**src/csr_cfg.svh**
```systemverilog
`ifndef CSR_CFG_SVH
`define CSR_CFG_SVH

// csr addresses
`define CSR_CRMD        14'h000
`define CSR_PRMD        14'h001
`define CSR_ECTL        14'h004
`define CSR_ESTAT       14'h005
`define CSR_ERA         14'h006
`define CSR_BADV        14'h007
`define CSR_EENTRY      14'h00c
`define CSR_SAVE0       14'h030
`define CSR_SAVE1       14'h031
`define CSR_SAVE2       14'h032
`define CSR_SAVE3       14'h033
`define CSR_TID         14'h040
`define CSR_TCFG        14'h041
`define CSR_TVAL        14'h042
`define CSR_TICLR       14'h044

// field positions
`define CRMD_PLV        1:0
`define CRMD_IE         2
`define CRMD_DA         3
`define CRMD_PG         4
`define CRMD_DATF       6:5
`define CRMD_DATM       8:7
`define PRMD_PPLV       1:0
`define PRMD_PIE        2
`define ECTL_LIE        12:0
// bit 10 of lie has no source
`define ECTL_LIE_MASK   13'h1bff
`define ESTAT_IS        12:0
`define ESTAT_SWI       1:0
`define ESTAT_HWI       9:2
`define ESTAT_TI        11
`define ESTAT_ECODE     21:16
`define ESTAT_ESUBCODE  30:22
`define TCFG_EN         0
`define TCFG_PERIODIC   1
`define TCFG_INITVAL    31:2
`define TICLR_CLR       0
`define EENTRY_VA       31:6

// exception codes
`define ECODE_INT       6'd0
`define ECODE_ALE       6'd9
`define ECODE_SYS       6'd11
`define ECODE_BRK       6'd12
`define ECODE_INE       6'd13

// rdcnt selectors
`define RDCNT_NONE      2'd0
`define RDCNT_ID        2'd1
`define RDCNT_VLOW      2'd2
`define RDCNT_VHIGH     2'd3

`define CRMD_RESET      32'h8

`endif

```
**src/csr_pkg.sv**
```systemverilog
package csr_pkg;

  // csr value or write mask
  typedef logic [31:0] csr_data_t;
  typedef logic [13:0] csr_addr_t;

  typedef logic [5:0]  ecode_t;
  typedef logic [8:0]  esubcode_t;
  typedef logic [1:0]  plv_t;

  // external interrupt lines
  typedef logic [7:0]  hw_int_t;

  typedef logic [1:0]  rdcnt_t;
  typedef logic [63:0] counter_t;

endpackage

```
**src/csr_trap_if.sv**
```systemverilog
`timescale 1ns/1ps

interface csr_trap_if;
  import csr_pkg::*;

  logic      excp_valid;
  logic      ertn_valid;
  ecode_t    ecode;
  esubcode_t esubcode;
  csr_data_t era;
  logic      badv_we;
  csr_data_t badv;

  modport src (
    output excp_valid,
    output ertn_valid,
    output ecode,
    output esubcode,
    output era,
    output badv_we,
    output badv
  );

  modport dst (
    input excp_valid,
    input ertn_valid,
    input ecode,
    input esubcode,
    input era,
    input badv_we,
    input badv
  );

endinterface

```
**src/csr_regs.sv**
```systemverilog
`timescale 1ns/1ps
`include "csr_cfg.svh"

module csr_regs (
  input  logic               clk,
  input  logic               rst_n,
  input  logic               m2_stall_i,
  input  csr_pkg::hw_int_t   int_i,
  input  csr_pkg::csr_addr_t csr_r_addr_i,
  input  csr_pkg::rdcnt_t    rdcnt_i,
  input  logic               csr_we_i,
  input  csr_pkg::csr_addr_t csr_w_addr_i,
  input  csr_pkg::csr_data_t csr_w_mask_i,
  input  csr_pkg::csr_data_t csr_w_data_i,
  csr_trap_if.dst            trap,
  input  csr_pkg::csr_data_t tcfg_i,
  input  csr_pkg::csr_data_t tval_i,
  input  logic               timer_pending_i,
  input  csr_pkg::counter_t  counter_i,
  output logic               wr_tcfg_o,
  output logic               wr_ticlr_clr_o,
  output csr_pkg::csr_data_t wr_data_o,
  output csr_pkg::csr_data_t csr_r_data_o,
  output logic               int_o
);
  import csr_pkg::*;

  csr_data_t crmd_q;
  csr_data_t prmd_q;
  csr_data_t ectl_q;
  csr_data_t era_q;
  csr_data_t badv_q;
  csr_data_t eentry_q;
  csr_data_t tid_q;
  csr_data_t save_q [4];
  logic [1:0] is_sw_q;
  hw_int_t   is_hw_q;
  hw_int_t   int_q;
  ecode_t    ecode_q;
  esubcode_t esubcode_q;
  csr_data_t estat_val;
  csr_data_t wr_data;
  csr_data_t rd_val;
  logic      csr_we;
  logic      crmd_we;
  logic      prmd_we;
  logic      ectl_we;
  logic      estat_we;
  logic      era_we;
  logic      badv_we;
  logic      eentry_we;
  logic      tid_we;
  logic [3:0] save_we;

  // mask merge against the last read data
  assign wr_data = (csr_r_data_o & ~csr_w_mask_i) | (csr_w_data_i & csr_w_mask_i);
  assign csr_we  = csr_we_i && !m2_stall_i;

  assign crmd_we    = csr_we && (csr_w_addr_i == `CSR_CRMD);
  assign prmd_we    = csr_we && (csr_w_addr_i == `CSR_PRMD);
  assign ectl_we    = csr_we && (csr_w_addr_i == `CSR_ECTL);
  assign estat_we   = csr_we && (csr_w_addr_i == `CSR_ESTAT);
  assign era_we     = csr_we && (csr_w_addr_i == `CSR_ERA);
  assign badv_we    = csr_we && (csr_w_addr_i == `CSR_BADV);
  assign eentry_we  = csr_we && (csr_w_addr_i == `CSR_EENTRY);
  assign tid_we     = csr_we && (csr_w_addr_i == `CSR_TID);
  assign save_we[0] = csr_we && (csr_w_addr_i == `CSR_SAVE0);
  assign save_we[1] = csr_we && (csr_w_addr_i == `CSR_SAVE1);
  assign save_we[2] = csr_we && (csr_w_addr_i == `CSR_SAVE2);
  assign save_we[3] = csr_we && (csr_w_addr_i == `CSR_SAVE3);

  // timer write bus
  assign wr_tcfg_o      = csr_we && (csr_w_addr_i == `CSR_TCFG);
  assign wr_ticlr_clr_o = csr_we && (csr_w_addr_i == `CSR_TICLR) && wr_data[`TICLR_CLR];
  assign wr_data_o      = wr_data;

  always_ff @(posedge clk) begin
    if (!rst_n) begin
      crmd_q <= `CRMD_RESET;
    end else if (trap.excp_valid) begin
      crmd_q[`CRMD_PLV] <= '0;
      crmd_q[`CRMD_IE]  <= 1'b0;
    end else if (trap.ertn_valid) begin
      crmd_q[`CRMD_PLV] <= prmd_q[`PRMD_PPLV];
      crmd_q[`CRMD_IE]  <= prmd_q[`PRMD_PIE];
    end else if (crmd_we) begin
      crmd_q[`CRMD_PLV]  <= wr_data[`CRMD_PLV];
      crmd_q[`CRMD_IE]   <= wr_data[`CRMD_IE];
      crmd_q[`CRMD_DA]   <= wr_data[`CRMD_DA];
      crmd_q[`CRMD_PG]   <= wr_data[`CRMD_PG];
      crmd_q[`CRMD_DATF] <= wr_data[`CRMD_DATF];
      crmd_q[`CRMD_DATM] <= wr_data[`CRMD_DATM];
    end
  end

  always_ff @(posedge clk) begin
    if (!rst_n) begin
      prmd_q <= '0;
    end else if (trap.excp_valid) begin
      prmd_q[`PRMD_PPLV] <= crmd_q[`CRMD_PLV];
      prmd_q[`PRMD_PIE]  <= crmd_q[`CRMD_IE];
    end else if (prmd_we) begin
      prmd_q[`PRMD_PPLV] <= wr_data[`PRMD_PPLV];
      prmd_q[`PRMD_PIE]  <= wr_data[`PRMD_PIE];
    end
  end

  always_ff @(posedge clk) begin
    if (!rst_n) begin
      ectl_q <= '0;
    end else if (ectl_we) begin
      ectl_q[`ECTL_LIE] <= wr_data[`ECTL_LIE] & `ECTL_LIE_MASK;
    end
  end

  // hw lines: one register stage, then into is
  always_ff @(posedge clk) begin
    int_q <= int_i;
  end

  always_ff @(posedge clk) begin
    if (!rst_n) begin
      is_sw_q    <= '0;
      is_hw_q    <= '0;
      ecode_q    <= '0;
      esubcode_q <= '0;
    end else begin
      is_hw_q <= int_q;
      if (trap.excp_valid) begin
        ecode_q    <= trap.ecode;
        esubcode_q <= trap.esubcode;
      end
      if (estat_we) begin
        is_sw_q <= wr_data[`ESTAT_SWI];
      end
    end
  end

  always_comb begin
    estat_val                  = '0;
    estat_val[`ESTAT_SWI]      = is_sw_q;
    estat_val[`ESTAT_HWI]      = is_hw_q;
    estat_val[`ESTAT_TI]       = timer_pending_i;
    estat_val[`ESTAT_ECODE]    = ecode_q;
    estat_val[`ESTAT_ESUBCODE] = esubcode_q;
  end

  always_ff @(posedge clk) begin
    if (!rst_n) begin
      era_q  <= '0;
      badv_q <= '0;
    end else begin
      if (trap.excp_valid) begin
        era_q <= trap.era;
      end else if (era_we) begin
        era_q <= wr_data;
      end
      if (trap.excp_valid && trap.badv_we) begin
        badv_q <= trap.badv;
      end else if (badv_we) begin
        badv_q <= wr_data;
      end
    end
  end

  always_ff @(posedge clk) begin
    if (!rst_n) begin
      eentry_q <= '0;
      tid_q    <= '0;
    end else begin
      if (eentry_we) begin
        eentry_q[`EENTRY_VA] <= wr_data[`EENTRY_VA];
      end
      if (tid_we) begin
        tid_q <= wr_data;
      end
    end
  end

  for (genvar i = 0; i < 4; i++) begin : g_save
    always_ff @(posedge clk) begin
      if (!rst_n) begin
        save_q[i] <= '0;
      end else if (save_we[i]) begin
        save_q[i] <= wr_data;
      end
    end
  end

  always_comb begin
    rd_val = '0;
    case (rdcnt_i)
      `RDCNT_ID:    rd_val = tid_q;
      `RDCNT_VLOW:  rd_val = counter_i[31:0];
      `RDCNT_VHIGH: rd_val = counter_i[63:32];
      `RDCNT_NONE: begin
        case (csr_r_addr_i)
          `CSR_CRMD:   rd_val = crmd_q;
          `CSR_PRMD:   rd_val = prmd_q;
          `CSR_ECTL:   rd_val = ectl_q;
          `CSR_ESTAT:  rd_val = estat_val;
          `CSR_ERA:    rd_val = era_q;
          `CSR_BADV:   rd_val = badv_q;
          `CSR_EENTRY: rd_val = eentry_q;
          `CSR_SAVE0:  rd_val = save_q[0];
          `CSR_SAVE1:  rd_val = save_q[1];
          `CSR_SAVE2:  rd_val = save_q[2];
          `CSR_SAVE3:  rd_val = save_q[3];
          `CSR_TID:    rd_val = tid_q;
          `CSR_TCFG:   rd_val = tcfg_i;
          `CSR_TVAL:   rd_val = tval_i;
          default:     rd_val = '0;
        endcase
      end
      default: rd_val = '0;
    endcase
  end

  // read data is held under stall
  always_ff @(posedge clk) begin
    if (!rst_n) begin
      csr_r_data_o <= '0;
    end else if (!m2_stall_i) begin
      csr_r_data_o <= rd_val;
    end
  end

  assign int_o = crmd_q[`CRMD_IE] && (|(estat_val[`ESTAT_IS] & ectl_q[`ECTL_LIE]));

endmodule

```
**src/csr_top.sv**
```systemverilog
`timescale 1ns/1ps

module csr_top (
  input  logic               clk,
  input  logic               rst_n,
  input  csr_pkg::hw_int_t   int_i,
  input  logic               excp_int_i,
  input  logic               excp_ale_i,
  input  logic               excp_sys_i,
  input  logic               excp_brk_i,
  input  logic               excp_ine_i,
  input  logic               ertn_i,
  input  logic               m2_stall_i,
  input  csr_pkg::csr_data_t pc_i,
  input  csr_pkg::csr_data_t vaddr_i,
  input  csr_pkg::csr_addr_t csr_r_addr_i,
  input  csr_pkg::rdcnt_t    rdcnt_i,
  input  logic               csr_we_i,
  input  csr_pkg::csr_addr_t csr_w_addr_i,
  input  csr_pkg::csr_data_t csr_w_mask_i,
  input  csr_pkg::csr_data_t csr_w_data_i,
  output csr_pkg::csr_data_t csr_r_data_o,
  output logic               int_o
);
  import csr_pkg::*;

  logic      wr_tcfg;
  logic      wr_ticlr_clr;
  csr_data_t wr_data;
  csr_data_t tcfg;
  csr_data_t tval;
  logic      timer_pending;
  counter_t  counter;

  csr_trap_if trap ();

  trap_unit trap_unit_i (
    .m2_stall_i (m2_stall_i),
    .excp_int_i (excp_int_i),
    .excp_ale_i (excp_ale_i),
    .excp_sys_i (excp_sys_i),
    .excp_brk_i (excp_brk_i),
    .excp_ine_i (excp_ine_i),
    .ertn_i     (ertn_i),
    .pc_i       (pc_i),
    .vaddr_i    (vaddr_i),
    .trap       (trap.src)
  );

  timer_unit timer_unit_i (
    .clk             (clk),
    .rst_n           (rst_n),
    .wr_tcfg         (wr_tcfg),
    .wr_ticlr_clr    (wr_ticlr_clr),
    .wr_data         (wr_data),
    .tcfg_o          (tcfg),
    .tval_o          (tval),
    .timer_pending_o (timer_pending),
    .counter_o       (counter)
  );

  csr_regs csr_regs_i (
    .clk             (clk),
    .rst_n           (rst_n),
    .m2_stall_i      (m2_stall_i),
    .int_i           (int_i),
    .csr_r_addr_i    (csr_r_addr_i),
    .rdcnt_i         (rdcnt_i),
    .csr_we_i        (csr_we_i),
    .csr_w_addr_i    (csr_w_addr_i),
    .csr_w_mask_i    (csr_w_mask_i),
    .csr_w_data_i    (csr_w_data_i),
    .trap            (trap.dst),
    .tcfg_i          (tcfg),
    .tval_i          (tval),
    .timer_pending_i (timer_pending),
    .counter_i       (counter),
    .wr_tcfg_o       (wr_tcfg),
    .wr_ticlr_clr_o  (wr_ticlr_clr),
    .wr_data_o       (wr_data),
    .csr_r_data_o    (csr_r_data_o),
    .int_o           (int_o)
  );

endmodule

```
**src/timer_unit.sv**
```systemverilog
`timescale 1ns/1ps
`include "csr_cfg.svh"

module timer_unit (
  input  logic               clk,
  input  logic               rst_n,
  input  logic               wr_tcfg,
  input  logic               wr_ticlr_clr,
  input  csr_pkg::csr_data_t wr_data,
  output csr_pkg::csr_data_t tcfg_o,
  output csr_pkg::csr_data_t tval_o,
  output logic               timer_pending_o,
  output csr_pkg::counter_t  counter_o
);
  import csr_pkg::*;

  csr_data_t tcfg_q;
  csr_data_t tval_q;
  csr_data_t reload_val;
  logic      timer_en;
  logic      timer_fire;
  logic      pending_q;
  counter_t  counter_q;

  assign timer_fire = timer_en && (tval_q == '0);
  assign reload_val = {tcfg_q[`TCFG_INITVAL], 2'b00};

  always_ff @(posedge clk) begin
    if (!rst_n) begin
      tcfg_q <= '0;
    end else if (wr_tcfg) begin
      tcfg_q[`TCFG_EN]       <= wr_data[`TCFG_EN];
      tcfg_q[`TCFG_PERIODIC] <= wr_data[`TCFG_PERIODIC];
      tcfg_q[`TCFG_INITVAL]  <= wr_data[`TCFG_INITVAL];
    end
  end

  // countdown, initval counts in units of four cycles
  always_ff @(posedge clk) begin
    if (!rst_n) begin
      tval_q   <= '0;
      timer_en <= 1'b0;
    end else if (wr_tcfg) begin
      tval_q   <= {wr_data[`TCFG_INITVAL], 2'b00};
      timer_en <= wr_data[`TCFG_EN];
    end else if (timer_fire) begin
      if (tcfg_q[`TCFG_PERIODIC]) begin
        tval_q <= reload_val;
      end else begin
        // one-shot parks at all ones
        tval_q   <= '1;
        timer_en <= 1'b0;
      end
    end else if (timer_en) begin
      tval_q <= tval_q - 32'd1;
    end
  end

  // clear wins over a new fire
  always_ff @(posedge clk) begin
    if (!rst_n) begin
      pending_q <= 1'b0;
    end else if (wr_ticlr_clr) begin
      pending_q <= 1'b0;
    end else if (timer_fire) begin
      pending_q <= 1'b1;
    end
  end

  // stable counter for rdcnt
  always_ff @(posedge clk) begin
    if (!rst_n) begin
      counter_q <= '0;
    end else begin
      counter_q <= counter_q + 64'd1;
    end
  end

  assign tcfg_o          = tcfg_q;
  assign tval_o          = tval_q;
  assign timer_pending_o = pending_q;
  assign counter_o       = counter_q;

endmodule

```
**src/trap_unit.sv**
```systemverilog
`timescale 1ns/1ps
`include "csr_cfg.svh"

module trap_unit (
  input  logic               m2_stall_i,
  input  logic               excp_int_i,
  input  logic               excp_ale_i,
  input  logic               excp_sys_i,
  input  logic               excp_brk_i,
  input  logic               excp_ine_i,
  input  logic               ertn_i,
  input  csr_pkg::csr_data_t pc_i,
  input  csr_pkg::csr_data_t vaddr_i,
  csr_trap_if.src            trap
);

  logic int_v;
  logic ale_v;
  logic sys_v;
  logic brk_v;
  logic ine_v;
  logic excp_any;

  // nothing is taken while m2 is held
  assign int_v = !m2_stall_i && excp_int_i;
  assign ale_v = !m2_stall_i && excp_ale_i;
  assign sys_v = !m2_stall_i && excp_sys_i;
  assign brk_v = !m2_stall_i && excp_brk_i;
  assign ine_v = !m2_stall_i && excp_ine_i;

  assign excp_any = int_v || ale_v || sys_v || brk_v || ine_v;

  assign trap.excp_valid = excp_any;
  // exception blocks ertn
  assign trap.ertn_valid = !m2_stall_i && ertn_i && !excp_any;

  always_comb begin
    trap.ecode   = `ECODE_INT;
    trap.badv_we = 1'b0;
    if (int_v) begin
      trap.ecode = `ECODE_INT;
    end else if (ale_v) begin
      trap.ecode   = `ECODE_ALE;
      trap.badv_we = 1'b1;
    end else if (sys_v) begin
      trap.ecode = `ECODE_SYS;
    end else if (brk_v) begin
      trap.ecode = `ECODE_BRK;
    end else if (ine_v) begin
      trap.ecode = `ECODE_INE;
    end
  end

  // no kept cause has a sub-code
  assign trap.esubcode = '0;
  assign trap.era      = pc_i;
  assign trap.badv     = vaddr_i;

endmodule
```
**config.mk**
```make
export PLATFORM = sky130hd
export DESIGN_NAME = csr_top
export DESIGN_NICKNAME = d
export VERILOG_FILES = /design/src/csr_pkg.sv /design/src/csr_trap_if.sv /design/src/csr_regs.sv /design/src/csr_top.sv /design/src/timer_unit.sv /design/src/trap_unit.sv
export VERILOG_INCLUDE_DIRS = /design/src
export SDC_FILE = /design/constraint.sdc
export NUM_CORES = 1
export LEC_CHECK = 0
export BUFFER_PORTS_ARGS = -buffer_cell sky130_fd_sc_hd__buf_2
export CORE_ASPECT_RATIO = 1.2
export CORE_MARGIN = 4
export CORE_UTILIZATION = 55
export DETAILED_ROUTE_END_ITERATION = 10
export GPL_TIMING_DRIVEN = 0
export PLACE_DENSITY = 0.75
export SLEW_MARGIN = 20
export SYNTH_ARGS = -nofsm -noshare
export SYNTH_HDL_FRONTEND = slang
export SYNTH_SLANG_ARGS = --single-unit
export TNS_END_PERCENT = 30
```
**constraint.sdc**
```tcl
create_clock -name clk -period 6.3 [get_ports clk]
set_input_delay 0.63 -clock clk [delete_from_list [all_inputs] [get_ports clk]]
set_output_delay 0.63 -clock clk [all_outputs]
set_load 0.03 [all_outputs]
```
==> results of run 1 <==
## flip-flops by register name, summed over array words and instances, names as in the netlist
name / count
csr_regs_i.prmd_q: 3
timer_unit_i.tval_o: 32
timer_unit_i.tcfg_o: 32
csr_regs_i.badv_q: 32
csr_regs_i.is_sw_q: 2
csr_regs_i.tid_q: 32
csr_regs_i.era_q: 32
timer_unit_i.timer_en: 1
csr_regs_i.csr_r_data_o: 32
timer_unit_i.timer_pending_o: 1
csr_regs_i.is_hw_q: 8
csr_regs_i.save_q: 128
csr_regs_i.crmd_q: 9
timer_unit_i.counter_o: 64
csr_regs_i.int_q: 8
csr_regs_i.ecode_q: 4
csr_regs_i.ectl_q: 12
csr_regs_i.eentry_q: 26
## kinds of logic after synthesis
family,after synthesis,synth area share [%]
xor gates and xnor gates,71,2.77
adders and majority gates,3,0.167
DFF,458,46.6
muxes,123,5.74
AOI/OAI and AO/OA,686,20.8
and+or+nand+nor,961,20.0
buffers and inverters,226,3.90
## per-stage QoR
step           instances  instance area (um^2)  utilization (%)  total power, mW  hold slack (ns)
6_report            3373                 26300             65.7             6.78            0.122
5_1_grt             3371                 26300             65.7             6.87            0.124
4_1_cts             3369                 26300             65.7             6.71            0.114
3_5_place_dp        3283                 24600             61.5             3.74            0.422
3_3_place_gp        3266                 24100             60.3             3.70            0.413
2_1_floorplan       2528                 22400                -             3.43            0.412
## synth_stat cells (5+ instances only)
cell type,instances
a211oi_1,101
a21boi_0,5
a21o_1,5
a21oi_1,176
a221o_1,6
a221oi_1,41
a222oi_1,10
a22o_1,9
a22oi_1,76
a31oi_1,16
and2_1,19
and3_1,20
and4_1,8
buf_1,21
buf_2,9
clkbuf_1,168
dfxtp_1,330
edfxtp_1,128
inv_1,25
mux2_2,26
mux2i_1,95
nand2_1,249
nand2b_1,11
nand3_1,47
nand4_1,35
nand4b_1,6
nor2_1,392
nor2b_1,11
nor3_1,49
nor3b_1,5
nor4_1,41
nor4_2,6
nor4b_1,5
o211ai_1,81
o21ai_0,69
o221ai_1,10
o22ai_1,21
o31ai_1,8
o32ai_1,6
or2_2,7
or3_1,16
or4_1,11
xnor2_1,46
xor2_1,25
## area by class of cell
class | count | area [um^2]
clock inverters | 27 | 334
well taps | 533 | 667
plain buffers | 200 | 779
fillers | 3221 | 13700
flip-flops and latches | 458 | 10500
diodes | 3 | 7.51
clock buffers | 59 | 1350
multi-input cells | 1844 | 11400
repair buffers | 223 | 1250
inverters | 26 | 97.6
## routing by layer
layer  GRT usage (%)  up-vias  share of wire (%)
met4            33.0        2                9.7
met1            55.7    11159                 33
met5           0.226        -              0.012
met3            14.8      625                 14
li1                -     9904                  -
met2            69.6     2229                 43
## layout by cell type (no fill, tap or decap), drive strengths merged, types with 25 or more instances in the layout
cell type  netlist  layout
nand4           35      35
o211ai          81      81
buf             32     255
mux2i           95      95
nor2           393     393
nor3            51      51
a21oi          176     176
nand2          250     250
dfxtp          330     330
mux2            26      26
xor2            25      25
a221oi          41      41
o21ai           73      73
a22oi           76      76
xnor2           46      46
clkbuf         168     227
edfxtp         128     128
a211oi         101     101
nor4            48      48
nand3           47      47
inv             25      28
## report_power, final
| part | total, mW | switching (mW) | internal (mW) |
|---|---|---|---|
| Clock | 3.06 | 1.29 | 1.77 |
| Sequential | 3.12 | 0.0411 | 3.08 |
| Combinational | 0.597 | 0.427 | 0.171 |
| Total | 6.78 | 1.76 | 5.03 |
## worst max-delay path by stage
| stage | cells past startpoint | slack, ns | start | end |
|---|---|---|---|---|
| finish | 8 | 1.92 | csr_r_addr_i[0] | csr_regs_i.csr_r_data_o[13] |
| global placement | 5 | -0.43 | m2_stall_i | csr_regs_i.save_q[0][22] |
| CTS | 8 | 2.31 | csr_r_addr_i[0] | csr_regs_i.csr_r_data_o[13] |
| floorplan | 5 | 1.68 | m2_stall_i | csr_regs_i.save_q[0][0] |
| global route | 8 | 2.09 | csr_r_addr_i[0] | csr_regs_i.csr_r_data_o[13] |
| detailed placement | 8 | 1.69 | csr_r_addr_i[0] | csr_regs_i.csr_r_data_o[13] |
==> flow_summary.toml, run 1 <==
[yosys]
syn_area_per_cell_um2 = 8.88
synth_top_area_share_pct = 29.4
synth_area_um2 = 22400
ys.flop_type = "dfxtp_1"
synth_top_area_cell = "dfxtp_1"
syn_nets = 2707
ys_top_cells_by_area = "dfxtp_1 29%, edfxtp_1 17%, nor2_1 6.6%"
ys_types = 87
synth-edff-count = 128
synthCells = 2528
ys.warnings.count = 0
ys_async_sr_fraction_pct = 0
ys_ff_latch = 458
ys_seq_area_share_pct = 46.6

[timing]
rsz0062_at_grt = "false"
hold_viol = 0
fin_crit_sh_pct = 69.5
setup_viol_count_final = 0
fin_crit_ns = 4.38
setup_slack_ns = 1.92
finalClockSkew_ns = 0.0301
setup-tns-final_ns = 0
worstMarginPinSlew_ns = 1.25
drv_slew = 0
slew_headroom_pct = 16.0
clock.fmax_mhz = 228

[floorplan]
coreArea_um2 = 40000
start_util_pct = 56.0
die_x_um = 192
io_pins = 209
fp.dieH_um = 229
fp-row-count = 80
dieArea_um2 = 44100

[critical_path]
slowest_stage = "buf_1"
cp.buffers_inverters = 3
path_class = "in -> reg"
r2r-start = "timer_unit_i.tval_o[25]"
crit_chain = "buf_2 > clkbuf_1 > buf_1 > nor2b_1 > a22oi_1 > o311ai_0 > a221oi_1 > a221oi_1"
start_kind = "input port"
r2r_setup_slack_ns = 2.86
arrival_ns = 4.90
worstPathMaxFanout = 10
timing.rr.end = "timer_unit_i.tval_o[21]"
cp.required_ns = 6.82
path_delay_family = "compound AO/OA/AOI/OAI gates"
endpoint_kind = "register"
ff2ff_path_depth = 7
cpPeakStageDelay_ns = 0.93
critPathMostFrequentCell = "a221oi_1"

[grt]
grt_overflow = 0
grt_max_degree = 24
grt_usage_pct = 46.3
grt_pass1_wl_um = 150000
grt_pass1_vias = 22566
antenna_found_initial = 3

[hold_path]
hp-start = "int_i[6]"
hold_end = "csr_regs_i.int_q[6]"
hold_depth = 1
hold_class = "in -> reg"

[clock_network]
worstSkewPairLatency_ns = 0.62
clk_pin_slew_ns = 0.07
htree_levels = 2
cts_inserted_buffers = 47
clk_path_buf_depth = 3
cts.sinks = 458
cts_hold_buf = 0
cts_resized = 0
cts_tree = "done"
clockRootBuffer = "clkbuf_16"
post_cts_buffers = 0

[outcome]
status = "finished, final reports clean"

[place]
port_buffers = 205
dpl.hpwl_um = 80800
pre_cts_slack_ns = 1.69
place.gp.congestion = 1.13

[layout]
finalNetCount = 2979
area_growth_syn_to_layout_pct = 17.2
drive_gt1_share_pct = 14.7

[detailed_routing]
dr.first_iter.drc_count = 3943
drcViolationCount = 0
first_pass_iters = 7
ant_nets = 0
drt-total-wl_um = 106000
viasPerCell = 7.09
vias = 23919
wire_per_inst_um = 31.4

[power_and_ir_drop]
p_per_area_nw_per_um2 = 258
p_leak_nw = 9.11
vdd_ir_drop_max_mv = 0.253

[job]
maxCapViolCount = 0
No activity file was read; power rests on OpenSTA's default activity.
==> run 2, diff against run 1 <==
--- a/config.mk
+++ b/config.mk
@@ -9,10 +9,10 @@
 export BUFFER_PORTS_ARGS = -buffer_cell sky130_fd_sc_hd__buf_2
 export CORE_ASPECT_RATIO = 1.2
 export CORE_MARGIN = 4
-export CORE_UTILIZATION = 55
+export CORE_UTILIZATION = 54
 export DETAILED_ROUTE_END_ITERATION = 10
 export GPL_TIMING_DRIVEN = 0
-export PLACE_DENSITY = 0.75
+export PLACE_DENSITY = 0.76
 export SLEW_MARGIN = 20
 export SYNTH_ARGS = -nofsm -noshare
 export SYNTH_HDL_FRONTEND = slang
==> constraint.sdc (replaced) <==
create_clock -name clk -period 3.7 [get_ports clk]
set_input_delay 0.37 -clock clk [delete_from_list [all_inputs] [get_ports clk]]
set_output_delay 0.37 -clock clk [all_outputs]
set_load 0.03 [all_outputs]
==> flow_summary.toml, run 2 (same netlist as run 1, synthesis figures left out) <==
[power_and_ir_drop]
vdd_ir_drop_max_mv = 0.392
total_power_mw = 11.9
p_leak_nw = 9.20
p_per_area_nw_per_um2 = 448

[timing]
holdWs_ns = -0.00659
fin_crit_sh_pct = 101
finalClockSkew_ns = 0.0257
hold_viol = 4
clock.fmax_mhz = 267
setup_viol_count_final = 1
drv_slew = 0
setup_slack_ns = -0.0386
slew_headroom_pct = 7.86
setup-tns-final_ns = -0.0386
rsz0062_at_grt = "false"
fin_crit_ns = 3.74
worstMarginPinSlew_ns = 1.38

[critical_path]
arrival_ns = 4.25
path_delay_family = "compound AO/OA/AOI/OAI gates"
path_class = "in -> reg"
endpoint_kind = "register"
r2r_setup_slack_ns = 0.38
start_kind = "input port"
ff2ff_path_depth = 7
cp.buffers_inverters = 3
slowest_stage = "o311ai_0"
timing.rr.end = "timer_unit_i.tval_o[21]"
r2r-start = "timer_unit_i.tval_o[25]"
worstPathMaxFanout = 10
crit_chain = "buf_2 > clkbuf_1 > clkbuf_1 > nor2b_2 > a22oi_1 > o311ai_0 > a221oi_1 > a221oi_1"
cpPeakStageDelay_ns = 0.88
cp.required_ns = 4.21

[outcome]
status = "finished, violations left"
violations = "negative hold slack, negative setup slack"

[layout]
top_register = "csr_regs_i.save_q"
final_common_cell = "nor2_1"
largest_reg_flops = 128
area_growth_syn_to_layout_pct = 18.2
instances_no_fill = 3388
drive_gt1_share_pct = 14.8
final_cell_mix = "392 x nor2_1, 330 x dfxtp_1, 249 x nand2_1"
design_area_um2 = 26500
utilization_pct = 64.8
diodes = 0
finalNetCount = 2990

[clock_network]
clockRootBuffer = "clkbuf_16"
clk_pin_slew_ns = 0.07
post_cts_buffers = 0
cts.sinks = 458
worstSkewPairLatency_ns = 0.62
cts_tree = "done"
htree_levels = 2
clk_path_buf_depth = 3
cts_inserted_buffers = 49

[place]
pre_cts_slack_ns = -0.723
dpl.hpwl_um = 79600
dpl_cell_area_um2 = 24600
place.gp.congestion = 1.10
dpl.cell_count = 3291
port_buffers = 205

[detailed_routing]
dr.first_iter.drc_count = 3693
drt-total-wl_um = 104000
vias = 23601
viasPerCell = 6.97
ant_nets = 0
wire_per_inst_um = 30.8
drcViolationCount = 0
first_pass_iters = 6

[floorplan]
start_util_pct = 54.8
die_x_um = 194
dieArea_um2 = 44900
fp-row-count = 81
io_pins = 209
coreArea_um2 = 40900
fp.dieH_um = 231

[grt]
antenna_found_initial = 2
grt_pass1_wl_um = 149000
grt_usage_pct = 44.6
grt_overflow = 0
grt_max_degree = 23
grt_pass1_vias = 22357

[hold_path]
hp-start = "pc_i[7]"
hold_class = "in -> reg"
hold_end = "csr_regs_i.era_q[7]"
hold_depth = 3

[job]
maxCapViolCount = 0
-- run 2: cell count changes in the layout (fill, tap and decap cells not counted), sizes merged --
cell / previous run / this run
dlygate4sd3: 0 / 8
inv: 28 / 26
bufinv: 6 / 11
clkbuf: 227 / 226
diode: 3 / 0
clkinvlp: 1 / 3
-- run 2: timing repair --
item / 4_1_cts / 5_1_grt
resized for setup: 2 / 2
endpoints found under the setup margin: 1 / 1
hold buffers: 8 / 0
endpoints found under the hold margin: 8 / 0
-- run 2: per-layer routing --
| metal | GRT usage (%) | share of wire, % | up-vias |
|---|---|---|---|
| met1 | 53.6 | 35 | 11197 |
| met2 | 69.0 | 44 | 1953 |
| met5 | 0.545 | 0.050 | - |
| met3 | 12.8 | 13 | 529 |
| met4 | 31.3 | 8.9 | 4 |
| li1 | - | - | 9918 |
-- run 2: tightest hold or removal path, stage by stage --
cell     delay (ns)
buf_2          0.10
nand2_1        0.05
a21oi_1        0.05
-- run 2: power breakdown --
group	switching [mW]	internal [mW]
Combinational	0.715	0.296
Sequential	0.0701	5.25
Clock	2.21	3.34
-- run 2: final cells by class --
cell class                 count  area, um^2
clock inverter                32         463
multi-input combinational   1844       11400
sequential                   458       10500
tap                          539         674
inverter                      26        97.6
timing repair buffer         232        1360
fill                        3410       14400
buffer                       200         781
clock buffer                  57        1330
-- run 2: how the worst max path moves through the flow --
| stage | startpoint | end | slack (ns) | cells past startpoint |
|---|---|---|---|---|
| after global placement | m2_stall_i | csr_regs_i.save_q[2][9] | -3.02 | 5 |
| after global routing | csr_r_addr_i[1] | csr_regs_i.csr_r_data_o[5] | 0.04 | 10 |
| after floorplan | m2_stall_i | csr_regs_i.save_q[2][0] | -0.55 | 5 |
| after CTS | csr_r_addr_i[0] | csr_regs_i.csr_r_data_o[13] | 0.17 | 8 |
| after detailed placement | csr_r_addr_i[0] | csr_regs_i.csr_r_data_o[13] | -0.72 | 8 |
| final | csr_r_addr_i[1] | csr_regs_i.csr_r_data_o[13] | -0.04 | 8 |
